--- src/rtl/coreConfig.svh ---
`ifndef CORE_CONFIG_SVH
`define CORE_CONFIG_SVH

`default_nettype none

// Host word layout
`define CORE_PC_WIDTH 32
`define CORE_PC_CODE_WIDTH 8
`define CORE_CONF_ADDR_WIDTH 8
`define CORE_CONF_VALUE_WIDTH 16

// Chip word layout
`define CORE_BD_WIDTH 21
`define CORE_TAG_WIDTH 11
`define CORE_CT_WIDTH 9

// Generator array sizing
`define CORE_NUM_GENS 4
`define CORE_GEN_IDX_WIDTH 2
`define CORE_UNIT_WIDTH 16
`define CORE_PERIOD_WIDTH 16

// Register map
`define CORE_ADDR_UNIT 0
`define CORE_ADDR_ENABLE 1
`define CORE_ADDR_PERIOD 2
`define CORE_ADDR_TAG 6

`default_nettype wire

`endif

--- src/rtl/pcWordPkg.sv ---
`include "coreConfig.svh"

`default_nettype none

package pcWordPkg;

  // Raw word from the host
  typedef logic [`CORE_PC_WIDTH-1:0] pcWord;

  // Top byte of a host word
  typedef enum logic [`CORE_PC_CODE_WIDTH-1:0] {
    codeConfWrite = 8'd1,
    codePass      = 8'd2
  } pcCode;

  // Fields of a configuration write
  typedef logic [`CORE_CONF_ADDR_WIDTH-1:0] confAddr;
  typedef logic [`CORE_CONF_VALUE_WIDTH-1:0] confValue;

  // Configuration register contents
  typedef logic [`CORE_UNIT_WIDTH-1:0] unitLen;
  typedef logic [`CORE_PERIOD_WIDTH-1:0] genPeriod;
  typedef logic [`CORE_NUM_GENS-1:0] genMask;
  typedef logic [`CORE_GEN_IDX_WIDTH-1:0] genIdx;

endpackage

`default_nettype wire

--- src/rtl/bdWordPkg.sv ---
`include "coreConfig.svh"

`default_nettype none

package bdWordPkg;

  // Encoded word toward the chip
  typedef logic [`CORE_BD_WIDTH-1:0] bdWord;

  // Spike item fields
  typedef logic [`CORE_TAG_WIDTH-1:0] spikeTag;
  typedef logic [`CORE_CT_WIDTH-1:0] spikeCount;

  // Passthrough data, one bit narrower than a BD word
  // Top bit is the route bit
  typedef logic [`CORE_BD_WIDTH-2:0] passPayload;

  // Last source granted by the merge
  typedef enum logic {
    srcPass,
    srcSpike
  } mergeSource;

endpackage

`default_nettype wire

--- src/rtl/coreIfs.sv ---
`include "coreConfig.svh"

`default_nettype none

// Generator configuration, static between writes
interface genConfIf import pcWordPkg::*, bdWordPkg::*; ();
  unitLen unitLength;
  genMask enable;
  genPeriod [`CORE_NUM_GENS-1:0] period;
  spikeTag [`CORE_NUM_GENS-1:0] tag;
  // One cycle high after a unit length write
  logic unitRestart;

  modport source (output unitLength, enable, period, tag, unitRestart);
  modport sink (input unitLength, enable, period, tag, unitRestart);
endinterface

// Tag and count channel, valid/ready
interface spikeTagIf import bdWordPkg::*; ();
  spikeTag tag;
  spikeCount ct;
  logic valid;
  logic ready;

  modport producer (output tag, ct, valid, input ready);
  modport consumer (input tag, ct, valid, output ready);
endinterface

`default_nettype wire

--- src/rtl/pcParser.sv ---
`include "coreConfig.svh"

`default_nettype none

module pcParser import pcWordPkg::*, bdWordPkg::*; (
  input  wire logic       clk,
  input  wire logic       reset,
  // Host words
  input  wire pcWord      pcIn,
  input  wire logic       pcInValid,
  output      logic       pcInReady,
  // Passthrough toward the merge
  output      passPayload passData,
  output      logic       passValid,
  input  wire logic       passReady,
  // Generator registers
  genConfIf.source        conf
);

  logic accept;
  pcCode code;
  confAddr addr;
  confValue value;

  ////////////////////
  // Decode

  // Buffer empty or draining this cycle
  assign pcInReady = !passValid || passReady;
  assign accept = pcInValid && pcInReady;

  // Split the accepted word
  assign code = pcCode'(pcIn[`CORE_PC_WIDTH-1 -: `CORE_PC_CODE_WIDTH]);
  assign addr = pcIn[`CORE_CONF_VALUE_WIDTH +: `CORE_CONF_ADDR_WIDTH];
  assign value = pcIn[`CORE_CONF_VALUE_WIDTH-1:0];

  ////////////////////
  // Passthrough buffer

  // Single entry, refilled in the cycle it drains
  always_ff @(posedge clk) begin
    if (reset) begin
      passValid <= 1'b0;
    end else if (accept && code == codePass) begin
      passValid <= 1'b1;
    end else if (passReady) begin
      passValid <= 1'b0;
    end
  end

  // Low data bits only
  always_ff @(posedge clk) begin
    if (accept && code == codePass) begin
      passData <= pcIn[$bits(passPayload)-1:0];
    end
  end

  ////////////////////
  // Config registers

  always_ff @(posedge clk) begin
    if (reset) begin
      conf.unitLength <= '0;
      conf.enable <= '0;
      conf.period <= '0;
      conf.tag <= '0;
      conf.unitRestart <= 1'b0;
    end else begin
      conf.unitRestart <= 1'b0;
      if (accept && code == codeConfWrite) begin
        if (addr == confAddr'(`CORE_ADDR_UNIT)) begin
          conf.unitLength <= value;
          // Time base restarts on every length write
          conf.unitRestart <= 1'b1;
        end
        if (addr == confAddr'(`CORE_ADDR_ENABLE)) begin
          conf.enable <= value[`CORE_NUM_GENS-1:0];
        end
        // One period and one tag slot per generator
        for (int g = 0; g < `CORE_NUM_GENS; g++) begin
          if (addr == confAddr'(`CORE_ADDR_PERIOD + g)) begin
            conf.period[g] <= value;
          end
          if (addr == confAddr'(`CORE_ADDR_TAG + g)) begin
            conf.tag[g] <= value[`CORE_TAG_WIDTH-1:0];
          end
        end
      end
      // Unmapped addresses and junk codes fall through
    end
  end

  // Stalled passthrough word must not change
  passHold: assert property (@(posedge clk) disable iff (reset)
    passValid && !passReady |=> passValid && $stable(passData));

endmodule

`default_nettype wire

--- src/rtl/spikeGenArray.sv ---
`include "coreConfig.svh"

`default_nettype none

module spikeGenArray import pcWordPkg::*, bdWordPkg::*; (
  input wire logic clk,
  input wire logic reset,
  genConfIf.sink   conf,
  spikeTagIf.producer spikes
);

  unitLen unitCount;
  logic unitPulse;
  genPeriod phase [`CORE_NUM_GENS];
  genMask fire;
  spikeCount pend [`CORE_NUM_GENS];
  spikeCount pendNext [`CORE_NUM_GENS];
  genIdx lastIdx;
  genIdx pick;
  logic found;
  logic load;

  ////////////////////
  // Time base

  // Zero length stops it, restart cycle never pulses
  assign unitPulse = !conf.unitRestart && (conf.unitLength != '0) &&
                     (unitCount == conf.unitLength - 1'b1);

  always_ff @(posedge clk) begin
    if (reset || conf.unitRestart || unitPulse) begin
      unitCount <= '0;
    end else if (conf.unitLength != '0) begin
      unitCount <= unitCount + 1'b1;
    end
  end

  ////////////////////
  // Period generators

  // Fire on the last phase of the period
  // >= covers a period shrunk below the current phase
  always_comb begin
    for (int g = 0; g < `CORE_NUM_GENS; g++) begin
      fire[g] = unitPulse && conf.enable[g] && (conf.period[g] != '0) &&
                (phase[g] >= conf.period[g] - 1'b1);
    end
  end

  // Disabled generators restart from phase 0
  always_ff @(posedge clk) begin
    for (int g = 0; g < `CORE_NUM_GENS; g++) begin
      if (reset || !conf.enable[g] || fire[g]) begin
        phase[g] <= '0;
      end else if (unitPulse && conf.period[g] != '0) begin
        phase[g] <= phase[g] + 1'b1;
      end
    end
  end

  ////////////////////
  // Pending counts

  // Round robin, first pending after the last served
  always_comb begin
    pick = lastIdx;
    found = 1'b0;
    for (int k = 1; k <= `CORE_NUM_GENS; k++) begin
      if (!found && pend[(int'(lastIdx) + k) % `CORE_NUM_GENS] != '0) begin
        found = 1'b1;
        pick = genIdx'((int'(lastIdx) + k) % `CORE_NUM_GENS);
      end
    end
  end

  // Offer register free or handing off
  assign load = found && (!spikes.valid || spikes.ready);

  // Clear on load, then count new firing, saturate at max
  always_comb begin
    for (int g = 0; g < `CORE_NUM_GENS; g++) begin
      pendNext[g] = pend[g];
      if (load && pick == genIdx'(g)) begin
        pendNext[g] = '0;
      end
      if (fire[g] && pendNext[g] != '1) begin
        pendNext[g] = pendNext[g] + 1'b1;
      end
    end
  end

  always_ff @(posedge clk) begin
    for (int g = 0; g < `CORE_NUM_GENS; g++) begin
      if (reset) begin
        pend[g] <= '0;
      end else begin
        pend[g] <= pendNext[g];
      end
    end
  end

  ////////////////////
  // Offer register

  always_ff @(posedge clk) begin
    if (reset) begin
      spikes.valid <= 1'b0;
      lastIdx <= '0;
    end else if (load) begin
      spikes.valid <= 1'b1;
      lastIdx <= pick;
    end else if (spikes.ready) begin
      spikes.valid <= 1'b0;
    end
  end

  // Tag sampled when the count moves out
  always_ff @(posedge clk) begin
    if (load) begin
      spikes.tag <= conf.tag[pick];
      spikes.ct <= pend[pick];
    end
  end

  // Only nonzero counts reach the merge
  ctNonZero: assert property (@(posedge clk) disable iff (reset)
    spikes.valid |-> spikes.ct != '0);

  // Offered item frozen under back-pressure
  offerHold: assert property (@(posedge clk) disable iff (reset)
    spikes.valid && !spikes.ready |=>
      spikes.valid && $stable(spikes.tag) && $stable(spikes.ct));

endmodule

`default_nettype wire

--- src/rtl/bdTagMerge.sv ---
`default_nettype none

module bdTagMerge import bdWordPkg::*; (
  input  wire logic       clk,
  input  wire logic       reset,
  // Passthrough from the parser
  input  wire passPayload passData,
  input  wire logic       passValid,
  output      logic       passReady,
  // Spike items from the generators
  spikeTagIf.consumer     spikes,
  // Encoded chip words
  output      bdWord      bdOut,
  output      logic       bdOutValid,
  input  wire logic       bdOutReady
);

  mergeSource lastSrc;
  logic outFree;
  logic takePass;
  logic takeSpike;

  ////////////////////
  // Arbitration

  // Output register empty or transferring
  assign outFree = !bdOutValid || bdOutReady;

  // Alternate when both sides wait
  always_comb begin
    takePass = 1'b0;
    takeSpike = 1'b0;
    if (outFree) begin
      if (passValid && spikes.valid) begin
        if (lastSrc == srcPass) begin
          takeSpike = 1'b1;
        end else begin
          takePass = 1'b1;
        end
      end else begin
        takePass = passValid;
        takeSpike = spikes.valid;
      end
    end
  end

  assign passReady = takePass;
  assign spikes.ready = takeSpike;

  ////////////////////
  // Output register

  // Reset grant points at spikes so passthrough wins the first tie
  always_ff @(posedge clk) begin
    if (reset) begin
      bdOutValid <= 1'b0;
      lastSrc <= srcSpike;
    end else begin
      if (takePass || takeSpike) begin
        bdOutValid <= 1'b1;
      end else if (bdOutReady) begin
        bdOutValid <= 1'b0;
      end
      if (takePass) begin
        lastSrc <= srcPass;
      end else if (takeSpike) begin
        lastSrc <= srcSpike;
      end
    end
  end

  // Route bit on top, 0 for passthrough and 1 for spikes
  always_ff @(posedge clk) begin
    if (takePass) begin
      bdOut <= {1'b0, passData};
    end else if (takeSpike) begin
      bdOut <= {1'b1, spikes.tag, spikes.ct};
    end
  end

  // Stalled word must not change
  outHold: assert property (@(posedge clk) disable iff (reset)
    bdOutValid && !bdOutReady |=> bdOutValid && $stable(bdOut));

endmodule

`default_nettype wire

--- src/rtl/spikeCore.sv ---
`default_nettype none

module spikeCore import pcWordPkg::*, bdWordPkg::*; (
  input  wire logic  clk,
  input  wire logic  reset,
  // Host side
  input  wire pcWord pcIn,
  input  wire logic  pcInValid,
  output      logic  pcInReady,
  // Chip side
  output      bdWord bdOut,
  output      logic  bdOutValid,
  input  wire logic  bdOutReady
);

  // Passthrough link, parser to merge
  passPayload passData;
  logic passValid;
  logic passReady;

  genConfIf genConf ();
  spikeTagIf spikeTags ();

  ////////////////////
  // Input side

  pcParser parser (
    .clk       (clk),
    .reset     (reset),
    .pcIn      (pcIn),
    .pcInValid (pcInValid),
    .pcInReady (pcInReady),
    .passData  (passData),
    .passValid (passValid),
    .passReady (passReady),
    .conf      (genConf.source)
  );

  ////////////////////
  // Spike generation

  spikeGenArray genArray (
    .clk    (clk),
    .reset  (reset),
    .conf   (genConf.sink),
    .spikes (spikeTags.producer)
  );

  ////////////////////
  // Output side

  bdTagMerge merge (
    .clk        (clk),
    .reset      (reset),
    .passData   (passData),
    .passValid  (passValid),
    .passReady  (passReady),
    .spikes     (spikeTags.consumer),
    .bdOut      (bdOut),
    .bdOutValid (bdOutValid),
    .bdOutReady (bdOutReady)
  );

endmodule

`default_nettype wire

--- config.mk ---
export PLATFORM = sky130hd
export DESIGN_NAME = spikeCore
export DESIGN_NICKNAME = d
export VERILOG_FILES = /design/src/rtl/pcWordPkg.sv /design/src/rtl/bdWordPkg.sv /design/src/rtl/coreIfs.sv /design/src/rtl/pcParser.sv /design/src/rtl/spikeGenArray.sv /design/src/rtl/bdTagMerge.sv /design/src/rtl/spikeCore.sv
export VERILOG_INCLUDE_DIRS = /design/src /design/src/rtl
export SDC_FILE = /design/constraint.sdc
export NUM_CORES = 1
export LEC_CHECK = 0
export ABC_AREA = 1
export ABC_CLOCK_PERIOD_IN_PS = 11000
export BUFFER_PORTS_ARGS = -buffer_cell sky130_fd_sc_hd__clkbuf_2
export CAP_MARGIN = 20
export CORE_MARGIN = 8
export CORE_UTILIZATION = 65
export DETAILED_ROUTE_END_ITERATION = 10
export PLACE_DENSITY = 0.8
export SLEW_MARGIN = 20
export SYNTH_ARGS = -nofsm -noshare
export SYNTH_HDL_FRONTEND = slang
export SYNTH_SLANG_ARGS = --single-unit
--- constraint.sdc ---
create_clock -name clk -period 11 [get_ports clk]
set_input_delay 0.55 -clock clk [delete_from_list [all_inputs] [get_ports clk]]
set_output_delay 0.55 -clock clk [all_outputs]
set_load 0.02 [all_outputs]
==> results_dict.tcl, run 1 <==
set metrics [dict create \
    status "completed" \
    wl_per_cell_microns 16.83 \
    rsz0062_at_grt "no" \
    finalHoldViolCount 0 \
    power_switching_w 0.001042 \
    overflow 0 \
    required_ps 11370 \
    nNetsFinal 2449 \
    period_share_pct 43.11 \
    cts_hold_buffers 0 \
    combPwrFrac_pct 20.8 \
    slew_violations 0 \
    min_period_ps 4742 \
    max_cap_viol_count 0 \
    die_area_sq_mm 0.03278 \
    synth.distinct_cells 53 \
    post-cts-setup-buffer-count 0 \
    area_growth_pct 9.936 \
    rrSetupSlack_ps 6260 \
    swShare_pct 31.91 \
    crit_arrival_ps 5110 \
    yosys.area_share.simple_pct 24.40 \
    synthCells 2291 \
    io_buffers 58 \
    grt_use_total_pct 27.06 \
    synth_edf_count 124 \
    grt_pass1_vias 14912 \
    ant_nets 0 \
    yosysTopAreaCell "dfxtp_1" \
    clock-sinks 314 \
    yosysTopAreaCellShare_pct 21.48 \
    design.core.area_sq_mm 0.02688 \
    finClkSkew_ps 12.60 \
    drc_errors 0 \
    synthMuxAreaShare_pct 0 \
    cts_max_level 2 \
    clkPwrFrac_pct 37.9 \
    clk_latency_ps 510 \
    drt_pass1_iterations 8 \
    synth_area_leaders "dfxtp_1 (21%), edfxtp_1 (21%), nand2_1 (8.0%)" \
    timing.final.ws_setup_ps 6258 \
    cts_root_buf "clkbuf_16" \
    grt_max_degree 141 \
    cts_buffers 35 \
    reg2reg_from "genArray.lastIdx[0]" \
    clk_pin_slew_ps 70 \
    crit_fanout 24 \
    ctsResizeCount 0 \
    synth_compound_area_share_pct 14.32 \
    fmax_mhz 210.9 \
    syn-num-nets 2409 \
    synth_xor_area_share_pct 4.155 \
    ys_seq_area_share_pct 42.51 \
    holdPathEnd "parser.passData[19]" \
    synth-seq-cells 314 \
    rows 60 \
    finalSetupViolCount 0 \
    power.total_w 0.003267 \
    worst-setup-path-type "register to register" \
    p_leak_nw 8.559 \
    cts_buffer_depth 3 \
    die_w_microns 181.0 \
    worstMarginPinSlew_ps 1071 \
    cp-end-kind "register" \
    syn_avg_cell_area_sq_um 7.728 \
    dp_hpwl_mm 32.26 \
    antenna_found_initial 2 \
    cp-startpoint "genArray.lastIdx[0]" \
    grt_first_pass_wirelength_mm 73.89 \
    cp-start-kind "register" \
    vdd_drop_max_mv 0.1726 \
    initial_core_util_pct 65.88 \
    drtIter0Drc 1396 \
    internal-power_w 0.002224 \
    hp-class "primary input to register" \
    worst_hold_path.num_cells 1 \
    ys.flop_type "dfxtp_1" \
    routed_wl_mm 45.43 \
    slew-limit-headroom_pct 28.40 \
    p_per_area_mw_per_mm2 167.8 \
    hold_start "pcIn[19]" \
    gp_congestion 0.9315 \
    die_y_microns 181.0 \
    synth_area_sq_mm 0.01771 \
    place_ws_ps 6446 \
    cts_tree "built" \
    r2r_cells 25 \
    ys_async_sr_fraction_pct 0 \
    via_per_inst 5.857 \
    vias 15815 \
    synth_adder_area_share_pct 5.795 \
    pwr-share-seq_pct 41.3 \
    timing.rr.end "genArray.pend[3][2]" \
    synth_top_family_by_area "simple AND/OR/NAND/NOR gates" \
    drive_above_1_share_pct 8.104 \
    tns_ps 0 \
    ys_warn_count 0 \
    ios 59 \
]
how the worst max path moves through the flow:
stage | endpoint | slack [ps] | depth (start not counted)
floorplan | genArray.phase[1][16] | 7050 | 18
finish | genArray.pend[3][2] | 6260 | 25
CTS | genArray.pend[3][2] | 6330 | 25
global placement | genArray.phase[1][17] | 6560 | 19
global route | genArray.pend[3][6] | 5860 | 28
detailed placement | genArray.pend[3][2] | 6450 | 25
power groups by stage:
stage | Clock (W) | Combinational, W | Sequential, W
floorplan | 0 | 0.000482 | 0.00141
finish | 0.00124 | 0.000679 | 0.00135
global placement | 0 | 0.000654 | 0.00137
CTS | 0.00125 | 0.000670 | 0.00135
detailed placement | 0 | 0.000666 | 0.00137
global route | 0.00130 | 0.000731 | 0.00136
per-stage QoR:
stage          utilization, %  instance area (sq um)  cells  hold slack [ps]
6_report                72.43                  19460   2700            304.6
5_1_grt                 72.43                  19460   2700            289.5
4_1_cts                 72.37                  19450   2697            284.1
3_5_place_dp            67.78                  18220   2634            447.0
3_3_place_gp            67.75                  18210   2634            439.6
2_1_floorplan               -                  17710   2291            429.4
cells in the mapped netlist (all sizes together) (2+ instances only):
cell,count
and3,4
a211oi,11
o21bai,4
inv,334
or2,7
buf,19
o21a,14
o31ai,2
o211ai,9
o221ai,15
nor3b,20
edfxtp,124
ha,82
nand2,391
xor2,72
nand3b,5
clkbuf,48
a22oi,20
and2,2
dfxtp,190
nand4,52
a31oi,2
nor4,15
nor2,266
o21ai,172
xnor2,12
nor3,58
nand3,131
a21oi,206
cells in the final DEF (no fill, tap or decap), drive strengths merged, types with 52 or more instances in the layout:
cell and n:
a21oi 206, clkbuf 104, dfxtp 190, edfxtp 124, ha 82, inv 336, nand2 391, nand3 131
nand4 52, nor2 266, nor3 58, o21ai 172, xor2 72
state kept, by name, indices dropped and copies added, names as in the netlist, named ones only:
register,flops
merge.bdOutValid,1
parser.conf.tag,44
parser.passValid,1
genArray.unitCount,16
parser.conf.period,64
genArray.spikes.ct,9
parser.conf.unitRestart,1
genArray.phase,64
parser.passData,20
genArray.spikes.tag,11
parser.conf.unitLength,16
genArray.lastIdx,2
merge.lastSrc,1
genArray.spikes.valid,1
genArray.pend,36
merge.bdOut,21
parser.conf.enable,4
area by class of cell:
type                       instances  area, sq um
clock inverter                    17        200.2
clock buffer                      46         1032
fill                            2101         7411
antenna                            2        5.005
inverter                         335         1260
multi-input combinational       1575         8626
sequential                       314         7527
timing repair buffer              70        387.9
tap                              341        426.7
worst max-delay path: stages, from the launching register on:
cell     delay (ps)
dfxtp_1         840
inv_2           310
nand2_1         170
nand2_2         100
inv_2            70
and2_0          140
nand3_2         110
nand2_2         140
nand3_1         150
nand2_1         110
nand2_2         180
inv_2           160
nand2_4          60
nor2_4          260
nor2_1          140
ha_1            240
nand2_1          80
inv_1            50
nand2_1         100
nor4_1           70
ha_1            230
inv_1            80
nand4_1         270
inv_1           270
and3_1          190
nor3_1           50
per-layer routing:
| layer | vias to the layer above | track usage [%] | wire (microns) |
|---|---|---|---|
| met4 | 0 | 9.708 | 1527 |
| met5 | - | 0 | 0 |
| met2 | 566 | 44.79 | 21150 |
| met1 | 7376 | 35.55 | 19410 |
| li1 | 7754 | - | - |
| met3 | 119 | 4.193 | 3347 |
cell families after synthesis:
logic type      Yosys count
compound gates          457
xor+xnor                 84
fa+ha+maj                82
buf+inv                 402
flops                   314
simple gates            952
(Power assumes the default switching activity.)
==> run 2, diff against run 1 <==
--- a/config.mk
+++ b/config.mk
@@ -7,13 +7,13 @@
 export NUM_CORES = 1
 export LEC_CHECK = 0
 export ABC_AREA = 1
-export ABC_CLOCK_PERIOD_IN_PS = 11000
+export ABC_CLOCK_PERIOD_IN_PS = 4700
 export BUFFER_PORTS_ARGS = -buffer_cell sky130_fd_sc_hd__clkbuf_2
 export CAP_MARGIN = 20
 export CORE_MARGIN = 8
-export CORE_UTILIZATION = 65
+export CORE_UTILIZATION = 63
 export DETAILED_ROUTE_END_ITERATION = 10
-export PLACE_DENSITY = 0.8
+export PLACE_DENSITY = 0.78
 export SLEW_MARGIN = 20
 export SYNTH_ARGS = -nofsm -noshare
 export SYNTH_HDL_FRONTEND = slang
==> constraint.sdc (replaced) <==
create_clock -name clk -period 4.7 [get_ports clk]
set_input_delay 0.235 -clock clk [delete_from_list [all_inputs] [get_ports clk]]
set_output_delay 0.235 -clock clk [all_outputs]
set_load 0.02 [all_outputs]
==> run 2 against run 1 <==
Against the previous run:
- worst setup slack worse by 5800 ps
- global-route usage is 0.65 points lower
- largest cell class unchanged
- utilization is 1.9 points lower
- critical path type unchanged
- maximum frequency is 11% higher
- highest routed layer unchanged
- power is 130% higher
- critical endpoint is now genArray.phase[1][17]
- flip-flop and latch count stayed put
==> results_dict.tcl, run 2 (same netlist as run 1, synthesis figures left out) <==
set metrics [dict create \
    grt_use_total_pct 26.41 \
    die_area_sq_mm 0.03373 \
    hp-class "primary input to register" \
    via_per_inst 5.677 \
    layout_commonest_cell "nand2_1" \
    timing.rr.end "genArray.phase[1][17]" \
    worstMarginPinSlew_ps 1106 \
    overflow 0 \
    min_period_ps 4288 \
    crit_fanout 16 \
    rrSetupSlack_ps 410 \
    ios 59 \
    cts_buffer_depth 3 \
    r2r_cells 19 \
    cp-startpoint "parser.conf.period[50]" \
    endpoint "genArray.phase[1][17]" \
    ant_nets 0 \
    design.core.area_sq_mm 0.02771 \
    p_leak_nw 8.579 \
    top_regs "genArray.phase: 64 flops, parser.conf.period: 64 flops, parser.conf.tag: 44 flops" \
    dp_hpwl_mm 32.36 \
    finalSetupViolCount 0 \
    cts_buffers 36 \
    post-cts-setup-buffer-count 0 \
    grt_pass1_vias 14675 \
    rsz0062_at_grt "no" \
    max_cap_viol_count 0 \
    io_buffers 58 \
    rows 61 \
    die_w_microns 183.6 \
    timing.final.ws_setup_ps 412.0 \
    drive_above_1_share_pct 8.418 \
    vias 15578 \
    required_ps 4900 \
    clk_latency_ps 510 \
    slew_violations 0 \
    gp_congestion 0.9530 \
    p_per_area_mw_per_mm2 388.8 \
    period_share_pct 91.23 \
    slew-limit-headroom_pct 26.20 \
    tns_ps 0 \
    drtIter0Drc 1382 \
    cts_hold_buffers 4 \
    ctsResizeCount 0 \
    cts_tree "built" \
    vdd_drop_max_mv 0.3411 \
    antenna_found_initial 3 \
    crit_arrival_ps 4490 \
    die_y_microns 183.6 \
    worst-setup-path-type "register to register" \
    wl_per_cell_microns 16.36 \
    place_ws_ps 542.5 \
    cts_root_buf "clkbuf_16" \
    clk_pin_slew_ps 60 \
    drt_pass1_iterations 8 \
    grt_max_degree 105 \
    routed_wl_mm 44.89 \
    finClkSkew_ps 9.876 \
    area_growth_pct 10.30 \
    reg2reg_from "parser.conf.period[50]" \
    fmax_mhz 233.2 \
    final_cell_mix "nand2_1 (379), inv_1 (327), nor2_1 (248), a21oi_1 (205), dfxtp_1 (190)" \
    status "completed" \
    cts_max_level 2 \
    nNetsFinal 2456 \
    drc_errors 0 \
    clock-sinks 314 \
    hold_slack_ps 127.5 \
    initial_core_util_pct 63.91 \
    cp-start-kind "register" \
    grt_first_pass_wirelength_mm 72.51 \
    cp-end-kind "register" \
    finalHoldViolCount 0 \
]
run 2: cell types whose count changed in the layout (fill, tap and decap cells not counted), sizes merged:
cell	delta
buf	+2
bufinv	-3
clkinv	+3
clkinvlp	+1
dlygate4sd3	+4
run 2: worst min-delay path by stage:
stage                              from                  end  slack [ps]  cells after the start
finish                          pcIn[9]   parser.passData[9]         130                      1
detailed placement  parser.conf.tag[17]  parser.conf.tag[17]         450                      2
floorplan                       pcIn[0]   parser.passData[0]         330                      0
global placement     parser.conf.tag[6]   parser.conf.tag[6]         440                      2
global route                    pcIn[9]   parser.passData[9]         110                      1
CTS                             pcIn[9]   parser.passData[9]          90                      1
run 2: through the flow:
stage / util (%) / total power [W] / instance area [sq um] / instances
after floorplan: - / 0.004420 / 17710 / 2291
after global routing: 70.49 / 0.007884 / 19530 / 2744
after CTS: 70.45 / 0.007606 / 19520 / 2742
after detailed placement: 66.01 / 0.004827 / 18290 / 2674
final: 70.49 / 0.007593 / 19530 / 2744
after global placement: 66.01 / 0.004804 / 18290 / 2674
run 2: worst max-delay path, cell delays in order (launching register included):
cell and delay (ps):
dfxtp_1 330, inv_1 110, nand3_1 130, nor3_1 290, nand3_1 170, nor3_1 270, nand3_1 170, nor3_1 270
nand3_1 150, xor2_1 150, inv_1 60, ha_1 290, nand2_1 70, inv_1 50, nand3_1 90, o311ai_0 660
and3_1 290, nor3_2 70, o21ai_1 110, buf_4 270
run 2: power by group:
group	switching [W]	total (W)	internal (W)
Clock	0.00113	0.00280	0.00166
Sequential	0.0000561	0.00314	0.00308
Combinational	0.00129	0.00166	0.000364
Total	0.00248	0.00759	0.00511
run 2: per-layer routing:
layer	track usage (%)	share of wire [%]	vias up
met1	34.51	43	7184
met3	4.170	7.2	106
met4	9.336	3.5	0
li1	-	-	7763
met2	43.90	46	525
met5	0	0	-
run 2: area by class of cell:
cell class              instances  area, sq um
clock buffers                  46         1065
well taps                     378        473.0
multi-input cells            1575         8626
repair buffers                 76        447.9
inverters                     335         1260
fillers                      2277         8177
clock inverters                18        125.1
flip-flops and latches        314         7527
diodes                          2        5.005
